$ cat config.mk
export PLATFORM = sky130hd
export DESIGN_NAME = fetch_top
export DESIGN_NICKNAME = d
export VERILOG_FILES = /design/src/hw/fetch_pkg.sv /design/src/hw/fetch_push_if.sv /design/src/hw/fetch_ctrl.sv /design/src/hw/fetch_buffer.sv /design/src/hw/fetch_issue.sv /design/src/hw/fetch_top.sv
export SDC_FILE = /design/constraint.sdc
export NUM_CORES = 1
export LEC_CHECK = 0
export ABC_CLOCK_PERIOD_IN_PS = 7300
export BUFFER_PORTS_ARGS = -buffer_cell sky130_fd_sc_hd__clkbuf_2
export CAP_MARGIN = 15
export CORE_ASPECT_RATIO = 1.4
export CORE_MARGIN = 2
export CORE_UTILIZATION = 40
export DETAILED_ROUTE_END_ITERATION = 16
export PLACE_DENSITY = 0.66
export SLEW_MARGIN = 10
export SYNTH_ARGS = -nofsm -noshare
export SYNTH_HDL_FRONTEND = slang
export SYNTH_HIERARCHICAL = 1
export SYNTH_SLANG_ARGS = --single-unit
$ cat constraint.sdc
create_clock -name s_clk_i -period 7.3 [get_ports s_clk_i]
set_clock_uncertainty 0.1 [all_clocks]
set_input_delay 0.365 -clock s_clk_i [delete_from_list [all_inputs] [get_ports s_clk_i]]
set_output_delay 0.365 -clock s_clk_i [all_outputs]
set_load 0.05 [all_outputs]
$ cat src/hw/fetch_pkg.sv
// Word-aligned fetch only; status is a single bit, so only valid and bus error can be told apart
`default_nettype none

package fetch_pkg;

    localparam int ADDR_W  = 32;                       // Fetch address width
    localparam int INSTR_W = 32;                       // Instruction word width

    typedef logic [ADDR_W-1:0]  addr_t;                // Bits 1:0 always zero
    typedef logic [INSTR_W-1:0] instr_t;

    localparam addr_t ADDR_STEP = addr_t'(4);          // One word per fetch

    // Status that travels with every fetched word
    typedef enum logic {
        FETCH_VALID = 1'b0,
        FETCH_BSERR = 1'b1                             // Bus answered with hresp high
    } fetch_status_e;

    // AHB3-Lite transfer type, only the two codes the fetch unit drives
    typedef enum logic [1:0] {
        HTRANS_IDLE   = 2'b00,
        HTRANS_NONSEQ = 2'b10
    } htrans_e;

    typedef struct packed {
        fetch_status_e status;                         // MSB
        instr_t        instr;
    } ifb_entry_t;

    // Bits needed for a free count of 0 to depth
    function automatic int free_w(input int depth);
        return $clog2(depth + 1);
    endfunction

endpackage

`default_nettype wire

$ cat src/hw/fetch_push_if.sv
// Both interfaces carry plain levels; push and pop act on the clock edge, with no handshake
`default_nettype none

// Fetch control writes words here, the buffer reports its free entries back
interface fetch_push_if import fetch_pkg::*; #(
    parameter int IFB_DEPTH = 4                        // Must match the buffer depth
) ();
    logic                         push;                // One-cycle write strobe
    instr_t                       instr;
    fetch_status_e                status;
    logic                         flush;               // Clears the buffer on the same edge
    logic [free_w(IFB_DEPTH)-1:0] free;                // Registered, 0 to IFB_DEPTH

    modport producer (output push, output instr, output status, output flush, input free);
    modport buffer   (input push, input instr, input status, input flush, output free);
endinterface

// Buffer head toward the issue register
interface fetch_issue_if import fetch_pkg::*; ();
    logic          valid;                              // Buffer not empty
    instr_t        instr;                              // Head entry
    fetch_status_e status;
    logic          pop;                                // Head removed when valid too

    modport source (output valid, output instr, output status, input pop);
    modport sink   (input valid, input instr, input status, output pop);
endinterface

`default_nettype wire

$ cat src/hw/fetch_ctrl.sv
// Needs a buffer of at least 3 entries; one address phase and one data phase in flight at most
`default_nettype none

module fetch_ctrl import fetch_pkg::*; #(
    parameter addr_t BOOT_ADD = '0                     // First address after reset
) (
    input  logic                  s_clk_i,
    input  logic                  rst_n_i,
    input  logic                  flush_i,             // Redirect from a later stage
    input  addr_t                 toc_add_i,           // Redirect target
    input  logic                  hready_i,
    input  logic                  hresp_i,
    input  instr_t                hrdata_i,
    output addr_t                 haddr_o,
    output htrans_e               htrans_o,
    fetch_push_if.producer        push_o
);
    // FE0 is the address phase, FE1 the data phase
    addr_t fe0_add_q, fe0_add_d;
    logic  fe0_utd_q, fe0_utd_d;                       // FE0 request is live
    addr_t fe1_add_q, fe1_add_d;
    logic  fe1_utd_q, fe1_utd_d;                       // FE1 data will be kept
    logic  fe1_park_q, fe1_park_d;                     // FE1 holds a target for FE0
    logic  ifb_room;                                   // Buffer space guaranteed at data return

    assign haddr_o  = fe0_add_q;
    assign htrans_o = fe0_utd_q ? HTRANS_NONSEQ : HTRANS_IDLE;

    // Data phase ends on hready, a flush drops it
    assign push_o.push   = hready_i & fe1_utd_q & ~flush_i;
    assign push_o.instr  = hrdata_i;
    assign push_o.status = hresp_i ? FETCH_BSERR : FETCH_VALID;
    assign push_o.flush  = flush_i;

    // Room for every word already in flight plus the new one
    assign ifb_room = ((push_o.free >= 1) & ~fe0_utd_q & ~fe1_utd_q)
                    | ((push_o.free >= 2) & (~fe0_utd_q | ~fe1_utd_q))
                    |  (push_o.free >= 3);

    always_comb begin : fe1_update
        fe1_add_d  = fe1_add_q;                        // Default hold
        fe1_utd_d  = fe1_utd_q;
        fe1_park_d = fe1_park_q;
        if (flush_i & ~hready_i & fe0_utd_q) begin
            // FE0 address is frozen on the bus, keep the target here for later
            fe1_add_d  = toc_add_i;
            fe1_utd_d  = 1'b0;
            fe1_park_d = 1'b1;
        end else if (flush_i | (hready_i & fe1_park_q)) begin
            fe1_utd_d  = 1'b0;                         // In-flight data is stale
            fe1_park_d = 1'b0;
        end else if (hready_i) begin
            fe1_add_d  = fe0_add_q;                    // Address phase moves on
            fe1_utd_d  = fe0_utd_q;
            fe1_park_d = 1'b0;
        end
    end

    always_comb begin : fe0_update
        fe0_add_d = fe0_add_q;
        fe0_utd_d = fe0_utd_q;
        if (~hready_i & fe0_utd_q) begin
            fe0_utd_d = 1'b1;                          // Bus stalls, address must stay
        end else if (flush_i) begin
            fe0_add_d = toc_add_i;                     // Buffer is flushed, room is certain
            fe0_utd_d = 1'b1;
        end else if (fe1_park_q) begin
            fe0_add_d = fe1_add_q;                     // Restore parked target
            fe0_utd_d = 1'b1;
        end else if (fe0_utd_q) begin
            fe0_add_d = fe0_add_q + ADDR_STEP;
            fe0_utd_d = ifb_room;
        end else begin
            fe0_utd_d = ifb_room;                      // Waiting for buffer space
        end
    end

    always_ff @(posedge s_clk_i or negedge rst_n_i) begin
        if (!rst_n_i) begin
            fe0_add_q  <= BOOT_ADD;                    // Picked up by the wait path
            fe0_utd_q  <= 1'b0;
            fe1_utd_q  <= 1'b0;
            fe1_park_q <= 1'b0;
        end else begin
            fe0_add_q  <= fe0_add_d;
            fe0_utd_q  <= fe0_utd_d;
            fe1_utd_q  <= fe1_utd_d;
            fe1_park_q <= fe1_park_d;
        end
    end

    // Data phase address or parked redirect target
    always_ff @(posedge s_clk_i) begin
        fe1_add_q <= fe1_add_d;
    end

endmodule

`default_nettype wire

$ cat src/hw/fetch_buffer.sv
// IFB_DEPTH need not be a power of two; a push while free is zero would overwrite the head
`default_nettype none

module fetch_buffer import fetch_pkg::*; #(
    parameter int IFB_DEPTH = 4
) (
    input  logic           s_clk_i,
    input  logic           rst_n_i,
    fetch_push_if.buffer   push_i,
    fetch_issue_if.source  issue_o
);
    localparam int PTR_W  = $clog2(IFB_DEPTH);
    localparam int FREE_W = free_w(IFB_DEPTH);
    localparam logic [PTR_W-1:0]  LAST_PTR  = PTR_W'(IFB_DEPTH - 1);
    localparam logic [FREE_W-1:0] DEPTH_CNT = FREE_W'(IFB_DEPTH);

    ifb_entry_t        mem_q [IFB_DEPTH];              // Storage
    logic [PTR_W-1:0]  wr_ptr_q, rd_ptr_q;
    logic [FREE_W-1:0] free_q;
    logic              not_empty;
    logic              pop_ok;                         // Head actually leaves

    assign not_empty = (free_q != DEPTH_CNT);
    assign pop_ok    = issue_o.pop & not_empty;

    assign push_i.free    = free_q;
    assign issue_o.valid  = not_empty;
    assign issue_o.instr  = mem_q[rd_ptr_q].instr;     // Head shown directly
    assign issue_o.status = mem_q[rd_ptr_q].status;

    always_ff @(posedge s_clk_i or negedge rst_n_i) begin
        if (!rst_n_i) begin
            wr_ptr_q <= '0;
            rd_ptr_q <= '0;
            free_q   <= DEPTH_CNT;
        end else if (push_i.flush) begin
            // Flush beats any push or pop on the same edge
            wr_ptr_q <= '0;
            rd_ptr_q <= '0;
            free_q   <= DEPTH_CNT;
        end else begin
            if (push_i.push)
                wr_ptr_q <= (wr_ptr_q == LAST_PTR) ? '0 : wr_ptr_q + 1'b1;
            if (pop_ok)
                rd_ptr_q <= (rd_ptr_q == LAST_PTR) ? '0 : rd_ptr_q + 1'b1;
            case ({push_i.push, pop_ok})
                2'b10:   free_q <= free_q - 1'b1;
                2'b01:   free_q <= free_q + 1'b1;
                default: free_q <= free_q;             // Both or neither
            endcase
        end
    end

    always_ff @(posedge s_clk_i) begin
        if (push_i.push)
            mem_q[wr_ptr_q] <= '{status: push_i.status, instr: push_i.instr};
    end

endmodule

`default_nettype wire

$ cat src/hw/fetch_issue.sv
// instr_o is only meaningful while instr_valid_o is high; bus_err_o is low for an empty slot
`default_nettype none

module fetch_issue import fetch_pkg::*; (
    input  logic          s_clk_i,
    input  logic          rst_n_i,
    input  logic          stall_i,                     // Decode cannot take a word
    input  logic          flush_i,
    fetch_issue_if.sink   issue_i,
    output instr_t        instr_o,
    output logic          instr_valid_o,
    output logic          bus_err_o
);
    ifb_entry_t head_q;                                // Word presented to decode
    logic       valid_q;

    // Take the head every cycle decode moves
    assign issue_i.pop = ~stall_i;

    assign instr_o       = head_q.instr;
    assign instr_valid_o = valid_q;
    assign bus_err_o     = valid_q & (head_q.status == FETCH_BSERR);

    always_ff @(posedge s_clk_i or negedge rst_n_i) begin
        if (!rst_n_i)
            valid_q <= 1'b0;
        else if (flush_i)
            valid_q <= 1'b0;                           // Old stream is gone
        else if (!stall_i)
            valid_q <= issue_i.valid;
    end

    always_ff @(posedge s_clk_i) begin
        if (!stall_i)
            head_q <= '{status: issue_i.status, instr: issue_i.instr};
    end

endmodule

`default_nettype wire

$ cat src/hw/fetch_top.sv
// Word-aligned fetch only; hrdata_i and hresp_i are sampled on the edge where hready_i is high
`default_nettype none

module fetch_top import fetch_pkg::*; #(
    parameter addr_t BOOT_ADD  = 32'h0000_1000,
    parameter int    IFB_DEPTH = 4                     // At least 3
) (
    input  logic    s_clk_i,
    input  logic    rst_n_i,
    input  logic    stall_i,                           // Decode stall
    input  logic    flush_i,                           // Redirect pulse
    input  addr_t   toc_add_i,
    input  logic    hready_i,                          // AHB instruction bus
    input  logic    hresp_i,
    input  instr_t  hrdata_i,
    output addr_t   haddr_o,
    output htrans_e htrans_o,
    output instr_t  instr_o,                           // Toward decode
    output logic    instr_valid_o,
    output logic    bus_err_o
);
    fetch_push_if #(.IFB_DEPTH(IFB_DEPTH)) u_push_if ();
    fetch_issue_if                         u_issue_if ();

    fetch_ctrl #(.BOOT_ADD(BOOT_ADD)) u_ctrl (
        .s_clk_i   (s_clk_i),
        .rst_n_i   (rst_n_i),
        .flush_i   (flush_i),
        .toc_add_i (toc_add_i),
        .hready_i  (hready_i),
        .hresp_i   (hresp_i),
        .hrdata_i  (hrdata_i),
        .haddr_o   (haddr_o),
        .htrans_o  (htrans_o),
        .push_o    (u_push_if.producer)
    );

    fetch_buffer #(.IFB_DEPTH(IFB_DEPTH)) u_buffer (
        .s_clk_i (s_clk_i),
        .rst_n_i (rst_n_i),
        .push_i  (u_push_if.buffer),
        .issue_o (u_issue_if.source)
    );

    fetch_issue u_issue (
        .s_clk_i       (s_clk_i),
        .rst_n_i       (rst_n_i),
        .stall_i       (stall_i),
        .flush_i       (flush_i),
        .issue_i       (u_issue_if.sink),
        .instr_o       (instr_o),
        .instr_valid_o (instr_valid_o),
        .bus_err_o     (bus_err_o)
    );

endmodule

`default_nettype wire

==> run_summary.xml <==
<?xml version="1.0" encoding="UTF-8"?>
<metrics>
  <group name="run_status">
    <metric name="status" unit="">complete, no violations</metric>
  </group>
  <group name="routing">
    <metric name="detailroute.via_count" unit="">6304</metric>
    <metric name="drtIter0Drc" unit="">370</metric>
    <metric name="route.antenna.remaining_nets" unit="">0</metric>
    <metric name="postRouteWirelength" unit="mm">22.1</metric>
    <metric name="post_drt_wl_per_cell" unit="um">19.2</metric>
    <metric name="post_drt_via_cell_ratio" unit="">5.45</metric>
    <metric name="drt_first_pass_iters" unit="">5</metric>
    <metric name="drc" unit="">0</metric>
  </group>
  <group name="layout">
    <metric name="area_growth_syn_to_layout" unit="%">15.7</metric>
    <metric name="layout_common_cells" unit="">sky130_fd_sc_hd__edfxtp_1, sky130_fd_sc_hd__clkbuf_2, sky130_fd_sc_hd__dfrtp_1</metric>
    <metric name="filler_cell_count" unit="">2233</metric>
    <metric name="finish.cell_count_without_fillers" unit="">1156</metric>
    <metric name="drive_gt1_share" unit="%">30.5</metric>
    <metric name="fin_nets" unit="">895</metric>
    <metric name="antenna_cells" unit="">0</metric>
    <metric name="final_common_cell" unit="">sky130_fd_sc_hd__edfxtp_1</metric>
  </group>
  <group name="global_routing">
    <metric name="grt.total_usage" unit="%">15.8</metric>
    <metric name="grt_max_degree" unit="">53</metric>
    <metric name="global_route_wire_length_before_repair" unit="mm">34.5</metric>
    <metric name="via_count_of_the_first_global_routing_pass" unit="">6325</metric>
    <metric name="antenna_violations_before_repair" unit="">0</metric>
    <metric name="grt_overflow" unit="">0</metric>
  </group>
  <group name="sta">
    <metric name="setup_repair_after_global_routing_missed_its_margin" unit="">no</metric>
    <metric name="achievable-frequency" unit="MHz">340</metric>
    <metric name="report.final.hold_viol_count" unit="">0</metric>
    <metric name="worst_slew_pin_slew" unit="ns">0.985</metric>
    <metric name="final-max-slew-violation-count" unit="">0</metric>
    <metric name="hold_slack" unit="ns">0.0482</metric>
    <metric name="timing.final.crit_period" unit="ns">2.94</metric>
    <metric name="final_min_period_over_clock_period" unit="%">40.3</metric>
    <metric name="tns" unit="ns">0</metric>
    <metric name="slew_headroom" unit="%">34.4</metric>
    <metric name="final_critical_path_setup_slack" unit="ns">4.36</metric>
    <metric name="setup_viol_count_final" unit="">0</metric>
  </group>
  <group name="clock_tree">
    <metric name="cts_post_setup_buffers_inserted" unit="">0</metric>
    <metric name="numCtsBuffers" unit="">24</metric>
    <metric name="cts.sink_count" unit="">240</metric>
    <metric name="clock_latency" unit="ns">0.51</metric>
    <metric name="htree_levels" unit="">1</metric>
    <metric name="clock_tree.buffer_depth" unit="">3</metric>
    <metric name="cts_root_buffer" unit="">sky130_fd_sc_hd__clkbuf_16</metric>
    <metric name="cts_repair_resize_count" unit="">0</metric>
    <metric name="cts_tree" unit="">built</metric>
    <metric name="cts.clk_slew.worst_paths" unit="ns">0.06</metric>
    <metric name="cts_hold_repair.buffers" unit="">37</metric>
  </group>
  <group name="synth">
    <metric name="post_synthesis_instance_area" unit="um^2">10700</metric>
    <metric name="synth_edf_count" unit="">197</metric>
    <metric name="syn_avg_cell_area" unit="um^2">14.9</metric>
    <metric name="synthesized_netlist_net_count" unit="">794</metric>
    <metric name="synth-async-reset-ratio" unit="%">17.9</metric>
    <metric name="yosys_most_used_dff" unit="">sky130_fd_sc_hd__edfxtp_1</metric>
    <metric name="yosysUniqueCellTypes" unit="">66</metric>
    <metric name="ys_seq_area_share" unit="%">65.6</metric>
    <metric name="syn-instance-count" unit="">717</metric>
    <metric name="yosys_register_bits" unit="">240</metric>
    <metric name="synth_top_area_share" unit="%">55.5</metric>
    <metric name="synth_top_cells_by_area" unit="">sky130_fd_sc_hd__edfxtp_1, sky130_fd_sc_hd__dfrtp_1, sky130_fd_sc_hd__mux4_2, sky130_fd_sc_hd__buf_4, sky130_fd_sc_hd__mux2_2</metric>
    <metric name="synth_largest_area_cell" unit="">sky130_fd_sc_hd__edfxtp_1</metric>
    <metric name="count_of_synthesis_stage_warnings_from_yosys" unit="">6</metric>
  </group>
  <group name="min_path">
    <metric name="hold_start" unit="">stall_i</metric>
    <metric name="min_path_type" unit="">primary input to flip-flop</metric>
  </group>
  <group name="place">
    <metric name="dp.final_hpwl" unit="mm">13.7</metric>
    <metric name="port_buffers" unit="">136</metric>
    <metric name="dpl.cell_count" unit="">1079</metric>
    <metric name="finalWeightedCongestion" unit="">0.768</metric>
    <metric name="dp_worst_setup_slack" unit="ns">4.23</metric>
  </group>
  <group name="floorplanning">
    <metric name="floorplan.core_area" unit="um^2">26200</metric>
    <metric name="io-pin-count" unit="">138</metric>
    <metric name="die_area" unit="um^2">28000</metric>
    <metric name="floorplan.initialDensity" unit="%">40.7</metric>
    <metric name="floorplan.die.height" unit="um">197</metric>
    <metric name="row_count" unit="">70</metric>
    <metric name="die-width" unit="um">142</metric>
  </group>
  <group name="power_and_ir_drop">
    <metric name="vdd.ir_drop.worst" unit="mV">0.222</metric>
    <metric name="power_density" unit="nW/um^2">303</metric>
    <metric name="power.leakage" unit="nW">4.46</metric>
  </group>
  <group name="job">
    <metric name="cap_viol_max_count" unit="">0</metric>
  </group>
  <group name="setup_path">
    <metric name="reg2reg_from" unit="">u_ctrl/fe1_park_q</metric>
    <metric name="setup.worst_path.start" unit="">hready_i</metric>
    <metric name="required_time_at_the_endpoint_of_the_critical_path" unit="ns">7.32</metric>
    <metric name="cp-end-kind" unit="">flip-flop</metric>
    <metric name="critical_path_peak_fanout" unit="">33</metric>
    <metric name="worstSetupPathType" unit="">primary input to flip-flop</metric>
    <metric name="crit_path_start_kind" unit="">primary input</metric>
    <metric name="cp_data_arrival_time" unit="ns">2.96</metric>
  </group>
</metrics>
## routing by layer
| metal | part of all wire, % | wire (um) | GRT usage (%) | vias up |
|---|---|---|---|---|
| met5 | 0 | 0 | 0 | - |
| met4 | 1.8 | 406 | 4.26 | 0 |
| met3 | 7.2 | 1600 | 3.39 | 28 |
| met2 | 52 | 11600 | 28.6 | 242 |
| met1 | 39 | 8560 | 18.9 | 3126 |
| li1 | - | - | - | 2908 |
## worst paths after layout
check | to | slack [ns] | cells after the start
max in group asynchronous | u_buffer/rd_ptr_q[1] | 6.24 | 3
min in group asynchronous | u_ctrl/haddr_o[13] | 0.39 | 3
min | u_issue/instr_valid_o | 0.05 | 3
min reg2reg | u_ctrl/fe1_utd_q | 0.43 | 2
max reg2reg | u_ctrl/haddr_o[24] | 4.64 | 7
max | u_buffer/mem_q[3][31] | 4.36 | 5
## worst max-delay path, cell delays in order
cell and delay [ns]:
sky130_fd_sc_hd__dlygate4sd3_1 0.54, sky130_fd_sc_hd__clkbuf_2 0.18, sky130_fd_sc_hd__inv_1 0.13, sky130_fd_sc_hd__nor3_1 0.77, sky130_fd_sc_hd__and2_2 0.95
## power by group
part           switching, mW  internal, mW  total [mW]
combinational          0.479         0.271       0.750
sequential             0.108          1.62        1.72
clock                  0.496         0.763        1.26
## metrics by stage
stage / utilization (%) / instance area (um^2) / power, mW
finish: 47.1 / 12300 / 3.73
global route: 47.1 / 12300 / 3.89
CTS: 47.1 / 12300 / 3.79
detailed placement: 42.6 / 11100 / 2.50
global placement: 42.6 / 11100 / 2.48
floorplan: - / 10700 / 2.36
## cell usage after synthesis, types with 3 or more instances
| library cell | instances |
|---|---|
| sky130_fd_sc_hd__edfxtp_1 | 197 |
| sky130_fd_sc_hd__a222oi_1 | 6 |
| sky130_fd_sc_hd__clkbuf_1 | 25 |
| sky130_fd_sc_hd__nand2b_1 | 5 |
| sky130_fd_sc_hd__buf_2 | 10 |
| sky130_fd_sc_hd__mux2_1 | 10 |
| sky130_fd_sc_hd__dfrtp_1 | 41 |
| sky130_fd_sc_hd__a221oi_1 | 3 |
| sky130_fd_sc_hd__buf_4 | 68 |
| sky130_fd_sc_hd__a22o_1 | 7 |
| sky130_fd_sc_hd__and3_1 | 8 |
| sky130_fd_sc_hd__nand2_1 | 32 |
| sky130_fd_sc_hd__nor2b_1 | 7 |
| sky130_fd_sc_hd__mux4_2 | 33 |
| sky130_fd_sc_hd__nand4_1 | 5 |
| sky130_fd_sc_hd__nand3_1 | 17 |
| sky130_fd_sc_hd__nor2_1 | 35 |
| sky130_fd_sc_hd__o21ai_1 | 19 |
| sky130_fd_sc_hd__a41oi_1 | 5 |
| sky130_fd_sc_hd__a31oi_1 | 7 |
| sky130_fd_sc_hd__o21ai_0 | 30 |
| sky130_fd_sc_hd__a22oi_1 | 10 |
| sky130_fd_sc_hd__inv_1 | 10 |
| sky130_fd_sc_hd__a21oi_1 | 22 |
| sky130_fd_sc_hd__o22ai_1 | 3 |
| sky130_fd_sc_hd__o2bb2ai_1 | 3 |
| sky130_fd_sc_hd__o31a_1 | 4 |
| sky130_fd_sc_hd__ha_1 | 6 |
| sky130_fd_sc_hd__mux2i_1 | 6 |
| sky130_fd_sc_hd__and2_1 | 6 |
| sky130_fd_sc_hd__nor3_1 | 10 |
| sky130_fd_sc_hd__mux2_2 | 22 |
## logic make-up (layout without fill, tap and decap cells)
kind of cell / count (synthesis) / count (layout) / share of synthesized area [%]
multiplexers: 71 / 71 / 10.9
AND/OR/NAND/NOR: 144 / 144 / 7.19
buffers and inverters: 116 / 231 / 6.67
AO/OA/AOI/OAI: 137 / 137 / 8.57
flip-flops: 240 / 240 / 65.6
adder cells (fa/ha/maj): 7 / 7 / 0.892
XOR/XNOR: 1 / 1 / 0.0822
other: 1 / 1 / 0.0352
## state kept, by name, summed over array words and instances, names as in the netlist
signal / flops
u_buffer/rd_ptr_q: 2
u_issue/instr_valid_o: 1
u_buffer/mem_q: 132
u_issue/head_q: 1
u_issue/instr_o: 32
u_ctrl/fe0_utd_q: 1
u_ctrl/fe1_utd_q: 1
u_buffer/push_i.free: 3
u_ctrl/fe1_park_q: 1
u_buffer/wr_ptr_q: 2
u_ctrl/fe1_add_q: 32
u_ctrl/haddr_o: 32
## area by class of cell
| class | instances | area (um^2) | area share, % |
|---|---|---|---|
| tap | 324 | 405 | 3.29 |
| timing repair buffer | 181 | 1110 | 9.02 |
| inverter | 10 | 37.5 | 0.305 |
| sequential | 240 | 7000 | 56.8 |
| multi-input combinational | 361 | 2960 | 24.0 |
| clock buffer | 27 | 633 | 5.14 |
| clock inverter | 13 | 176 | 1.43 |
(Power assumes the default switching activity.)
